==> config.mk <==
export PLATFORM = sky130hd
export DESIGN_NAME = alu
export DESIGN_NICKNAME = d
export VERILOG_FILES = /design/src/verilog/exec_uop_pkg.sv /design/src/verilog/alu.sv
export VERILOG_INCLUDE_DIRS = /design/src /design/src/verilog
export SDC_FILE = /design/constraint.sdc
export NUM_CORES = 1
export LEC_CHECK = 0
export BUFFER_PORTS_ARGS = -buffer_cell sky130_fd_sc_hd__buf_2
export CAP_MARGIN = 20
export CORE_MARGIN = 5
export CORE_UTILIZATION = 40
export DETAILED_ROUTE_END_ITERATION = 10
export GPL_TIMING_DRIVEN = 0
export SYNTH_ARGS = -nofsm -noshare
export SYNTH_HDL_FRONTEND = slang
export SYNTH_SLANG_ARGS = --single-unit
==> constraint.sdc <==
create_clock -name vclk -period 4
set_input_delay 0.2 -clock vclk [all_inputs]
set_output_delay 0.2 -clock vclk [all_outputs]
set_load 0.01 [all_outputs]
==> src/verilog/exec_settings.svh <==
// datapath and register file widths shared by the execute stage
`ifndef EXEC_SETTINGS_SVH
`define EXEC_SETTINGS_SVH

// integer data path width
`define XLEN 32

// register file address width
`define REG_ADDR_W 5

`endif

==> src/verilog/exec_uop_pkg.sv <==
// micro-op encodings that select the unit, the operation and the branch rule
package exec_uop_pkg;

    typedef enum logic [1:0] {
        UNIT_ALU    = 2'd0, // integer alu
        UNIT_MULDIV = 2'd1  // m-extension unit
    } exec_unit_e;

    typedef enum logic [3:0] {
        ALU_ADD  = 4'd0,
        ALU_SUB  = 4'd1,
        ALU_AND  = 4'd2,
        ALU_OR   = 4'd3,
        ALU_XOR  = 4'd4,
        ALU_SLL  = 4'd5,
        ALU_SRL  = 4'd6,
        ALU_SRA  = 4'd7,
        ALU_SLT  = 4'd8,
        ALU_SLTU = 4'd9
    } alu_op_e;

    typedef enum logic [2:0] {
        MD_MUL    = 3'd0, // low half of product
        MD_MULH   = 3'd1, // signed x signed, high half
        MD_MULHSU = 3'd2, // signed x unsigned, high half
        MD_MULHU  = 3'd3, // unsigned x unsigned, high half
        MD_DIV    = 3'd4,
        MD_DIVU   = 3'd5,
        MD_REM    = 3'd6,
        MD_REMU   = 3'd7
    } muldiv_op_e;

    typedef enum logic [2:0] {
        BR_EQ  = 3'd0,
        BR_NE  = 3'd1,
        BR_LT  = 3'd2,
        BR_GE  = 3'd3,
        BR_LTU = 3'd4,
        BR_GEU = 3'd5
    } branch_cond_e;

    typedef enum logic [1:0] {
        KIND_OTHER  = 2'd0, // never redirects fetch
        KIND_JUMP   = 2'd1,
        KIND_BRANCH = 2'd2
    } instr_kind_e;

    typedef struct packed {
        exec_unit_e   unit;
        alu_op_e      alu_op;
        muldiv_op_e   muldiv_op;
        branch_cond_e branch_cond;
        instr_kind_e  kind;
    } uop_t;

endpackage

==> src/verilog/alu.sv <==
// integer alu for the rv32i arithmetic, logic, shift and compare operations
`timescale 1ns/10ps

`include "exec_settings.svh"

module alu
    import exec_uop_pkg::*;
(
    input  logic [`XLEN-1:0] operand_a_i,
    input  logic [`XLEN-1:0] operand_b_i,
    input  alu_op_e          op_i,
    output logic [`XLEN-1:0] result_o
);

    localparam int SHAMT_W = $clog2(`XLEN);

    logic [SHAMT_W-1:0] shamt;
    logic               signed_lt;
    logic               unsigned_lt;

    assign shamt       = operand_b_i[SHAMT_W-1:0]; // upper bits of b are ignored
    assign signed_lt   = $signed(operand_a_i) < $signed(operand_b_i);
    assign unsigned_lt = operand_a_i < operand_b_i;

    always_comb begin
        case (op_i)
            ALU_ADD: begin
                result_o = operand_a_i + operand_b_i; // also forms jump and branch targets
            end
            ALU_SUB: begin
                result_o = operand_a_i - operand_b_i;
            end
            ALU_AND: begin
                result_o = operand_a_i & operand_b_i;
            end
            ALU_OR: begin
                result_o = operand_a_i | operand_b_i;
            end
            ALU_XOR: begin
                result_o = operand_a_i ^ operand_b_i;
            end
            ALU_SLL: begin
                result_o = operand_a_i << shamt;
            end
            ALU_SRL: begin
                result_o = operand_a_i >> shamt;
            end
            ALU_SRA: begin
                result_o = $unsigned($signed(operand_a_i) >>> shamt); // sign fill
            end
            ALU_SLT: begin
                result_o = {{(`XLEN-1){1'b0}}, signed_lt};
            end
            ALU_SLTU: begin
                result_o = {{(`XLEN-1){1'b0}}, unsigned_lt};
            end
            default: begin
                result_o = '0;
            end
        endcase
    end

endmodule

==> Word level (Yosys, flattened, before mapping) <==
Cells that the tools add are included.
{ "totals": {"out_inout_bits": 32, "romBits": 0, "latch_bits": 0, "mem_bits_rw": 0, "mem_count": 0, "regBits": 0, "wordCells": 21} }
{ "classes": {"add_sub_neg": 2, "n_reduce_logical": 1, "n_mux": 1, "eq_ne": 9, "n_bitwise": 3, "n_mul": 0, "div": 0, "magnitude_cmp": 2, "n_shift": 3} }
{ "ops": {"columns": ["op", "count"], "rows": [
  ["32-bit one-hot mux with 10 select lines", 1],
  ["32-bit < comparator", 2],
  ["32-bit adder", 1],
  ["32-bit AND", 1],
  ["32-bit bitwise OR", 1],
  ["32-bit by 5-bit left shift with 32-bit output", 1],
  ["32-bit by 5-bit >> shifter with 32-bit output", 1],
  ["32-bit by 5-bit >>> shifter with 32-bit output", 1],
  ["32-bit subtractor", 1],
  ["32-bit XOR", 1],
  ["4-bit by 3-bit == test with 1-bit output (second input constant)", 4],
  ["4-bit by 2-bit == test with 1-bit output (second input constant)", 2],
  ["4-bit == test (second input constant)", 2],
  ["4-bit by 1-bit == test with 1-bit output (second input constant)", 1],
  ["4-bit zero test", 1]
]} }

==> Depth between registers and ports, before layout <==
{ "depth": {"ltp_word": 2, "ltp_mapped": 14} }

==> Worst setup path after synthesis <==
No wires, ideal clock.
{ "synth_timing": {"path_type": "input-to-output", "start": "in operand_b_i[1]", "end": "out result_o[25]", "slack_ns": 0.386, "path_stages": 14, "arrival_ns": 3.414, "path_buffers": 3, "cell_sequence": "buf_2 inv_2 buf_2 buf_1 ha_1 o21ba_1 or4_4 a31oi_1 nor4b_2 o21ai_2 a31oi_1 or4_1 a21oi_1 a211o_1"} }
{ "synth_between": {"elab_chain_cells": 2, "elab_cells_between_ends": 6, "cone_classes": "add/sub (2); shift (3); mux (1)"} }
{ "synth_rtl": {"columns": ["element", "line", "rtl"], "rows": [
  ["start, declared", "alu.sv:10", "input logic [`XLEN-1:0] operand_b_i,"],
  ["32-bit subtractor (tied with other cells)", "alu.sv:31", "result_o = operand_a_i - operand_b_i;"],
  ["32-bit one-hot mux with 10 select lines *", "alu.sv:26", "case (op_i)"],
  ["end, declared", "alu.sv:12", "output logic [`XLEN-1:0] result_o"]
]} }
Mark *: on every way between the ends. The rest lies on a longest branch, timed or not.

==> Final worst setup path <==
{ "layout_timing": {"start": "in operand_b_i[0]", "end": "out result_o[30]"} }
Same word-level chain as after synthesis.

==> results.tsv <==
stage	metric	value	unit
grt	Congestion Overflow GR	0	
place	Post-DP HPWL	38580	um
grt	first-pass GRT wire length	67850	um
die	Die Footprint	23680	um2
synth	register area share after synthesis	0	%
timing	Worst Max-Slew Pin Slew	1109	ps
die	Rows	52	
synth	mapped cell area	8280	um2
routing	vias post-DR	10940	
synth	top cells by area, synth	ha_1 (15%), mux4_2 (9.2%), o21ai_0 (6.5%), mux2i_1 (6.4%), a21oi_1 (5.9%)	
critical_path	kind of critical path	input pin to output pin	
routing	ANT nets after route	0	
synth	count leader, synth	nor2_1	
critical_path	cells along the critical path	buf_2, buf_4, clkinv_1, ha_1, mux2i_1, a21oi_1, a21oi_1, nor2_1, a2111oi_0, o211ai_1, buf_2	
synth	area leader, netlist	ha_1	
worst_hold_path	Min-Delay Path Class	input pin to output pin	
routing	routed vias/inst	6.843	
power	Power, Total	1.438	mW
synth	Post-synth top cells	nor2_1 (129), nand2_1 (109), o21ai_0 (107)	
cells_and_area	layout sequential cell count	0	
place	IO buf count	99	
synth	Post-Syn Nets	1399	
routing	drt first pass iters	6	
cells_and_area	final non-filler cell total	1599	
synth	Syn Area/Cell	6.727	um2
routing	DR DRC count	0	
cells_and_area	number of fill cells	2236	
timing	fin crit period	4043	ps
timing	worst setup margin	-42.77	ps
die	die height	153.9	um
die	starting density of the core	40.79	%
critical_path	CP endpoint kind	output pin	
die	core box area	20300	um2
cells_and_area	Sequential cell area	0	um2
synth	yosys warns	0	
synth	Synth Instances	1231	
grt	largest net degree at the start of global routing	22	
timing	Max Slew Vio Count	0	
status	violated checks	setup timing	
die	boundary pin count	100	
cells_and_area	layout cell share with drive strength beyond 1	14.30	%
critical_path	Crit-path slowest cell	a2111oi_0	
worst_hold_path	hold depth	5	
cells_and_area	Area Overhead vs Synth	11.44	%
power	LEAKAGE	4.028	nW
power	Power Density	155.8	nW/um2
grt	vias in the first global route	10230	
place	dpl ws	-1073	ps
routing	Wirelength per Cell	29.61	um
cells_and_area	Final nets	1499	
timing	Setup-failing EPs final	1	
timing	Fin. Hold Viols	0	
timing	max_slew headroom	25.38	%
timing	Achievable Freq	0.2474	GHz
synth	Unique masters post-synth	75	
cells_and_area	# clk buffers	0	
timing	setup_tns	-42.77	ps
die	Die X	153.9	um
power	Max VDD drop	0.06738	mV
grt	antenna violations before repair	1	
status	status	complete, but fails checks	
worst_hold_path	worst hold start	op_i[2]	
job	max_cap viols	0	
timing	fin crit share	101.1	%
clock_network	# hold bufs at CTS	0	
critical_path	CP Launch Type	input pin	
cells_and_area	diode count	0	
critical_path	worst path required time	3800	ps
critical_path	maximum fanout along the worst path	10	
worst_hold_path	Worst Hold End	result_o[0]	
grt	GR Util All Layers	37.45	%
place	placed cells	1601	
timing	WHS	906.4	ps
critical_path	CP Data Arrival Time	3840	ps
synth	Yosys top cell area share	14.81	%
place	Routability Congestion	1.030	
routing	final WL	47350	um
critical_path	critical path's largest stage delay	640	ps
routing	iteration-0 DRC count of the detailed router	1284	
## critical path, delay by kind of cell
kind	cells	cell delay (ps)
fa+ha+maj	1	430
simple gates	1	160
mux	1	470
compound gates	4	1530
buf+inv	4	1050
## placed cells by master, fill, tap and decap left out, drive strengths merged, types with 15 or more instances in the layout
| cell type | synthesis | final |
|---|---|---|
| a21oi | 99 | 99 |
| buf | 29 | 131 |
| inv | 93 | 93 |
| clkbuf | 68 | 64 |
| a221oi | 18 | 18 |
| nand2b | 16 | 16 |
| o21ai | 110 | 110 |
| o211ai | 27 | 27 |
| nand3 | 21 | 21 |
| mux4 | 34 | 34 |
| mux2i | 53 | 53 |
| ha | 98 | 98 |
| nor2 | 129 | 129 |
| nor3 | 39 | 39 |
| xnor2 | 18 | 18 |
| o31ai | 15 | 15 |
| a211oi | 22 | 22 |
| a21o | 16 | 16 |
| nand2 | 109 | 109 |
## worst max-delay path by stage
stage / slack [ps] / cells past startpoint / endpoint / from
floorplan: 390 / 14 / result_o[25] / operand_b_i[1]
global placement: -1090 / 16 / result_o[22] / operand_b_i[2]
detailed placement: -1070 / 16 / result_o[22] / operand_b_i[2]
CTS: 20 / 15 / result_o[29] / operand_b_i[1]
global route: -10 / 15 / result_o[29] / operand_b_i[1]
finish: -40 / 11 / result_o[30] / operand_b_i[0]
## kinds of logic (layout without fill, tap and decap cells)
kind of cell,count (synthesis),after routing,share of synthesized area [%]
XOR/XNOR,20,20,2.115
multiplexers,94,94,16.61
adder cells (fa/ha/maj),100,100,15.29
buffers and inverters,193,291,9.232
AO/OA/AOI/OAI,447,447,35.90
AND/OR/NAND/NOR,377,377,20.85
## area by class of cell
cell class         count  area [um2]  area share [%]
well taps            270       337.8           3.661
plain buffers         93       419.2           4.542
repair buffers       102       515.5           5.586
multi-input cells   1038        7580           82.14
inverters             96       375.4           4.068
## per-stage QoR
stage	util [%]	instance area (um2)
3_3_place_gp	44.90	9114
4_1_cts	45.08	9151
3_5_place_dp	44.92	9119
2_1_floorplan	-	8280
6_report	45.46	9228
5_1_grt	45.46	9228
## per-layer routing
layer	up-vias	routed length (um)	track usage, %
met2	809	20770	59.37
met4	2	2084	12.83
met1	5197	19300	51.80
li1	4784	-	-
met5	-	13	0
met3	150	5182	5.902
## report_power, final
group | internal, mW | switching, mW | total [mW]
combinational | 0.485 | 0.953 | 1.44
clock | 0 | 0 | 0
sequential | 0 | 0 | 0
total | 0.485 | 0.953 | 1.44
## what timing repair did
item	CTS	global route
resized for setup	18	14
endpoints found under the setup margin	26	14
buffers inserted	0	2
pin swaps	0	3
(Power assumes the default switching activity.)
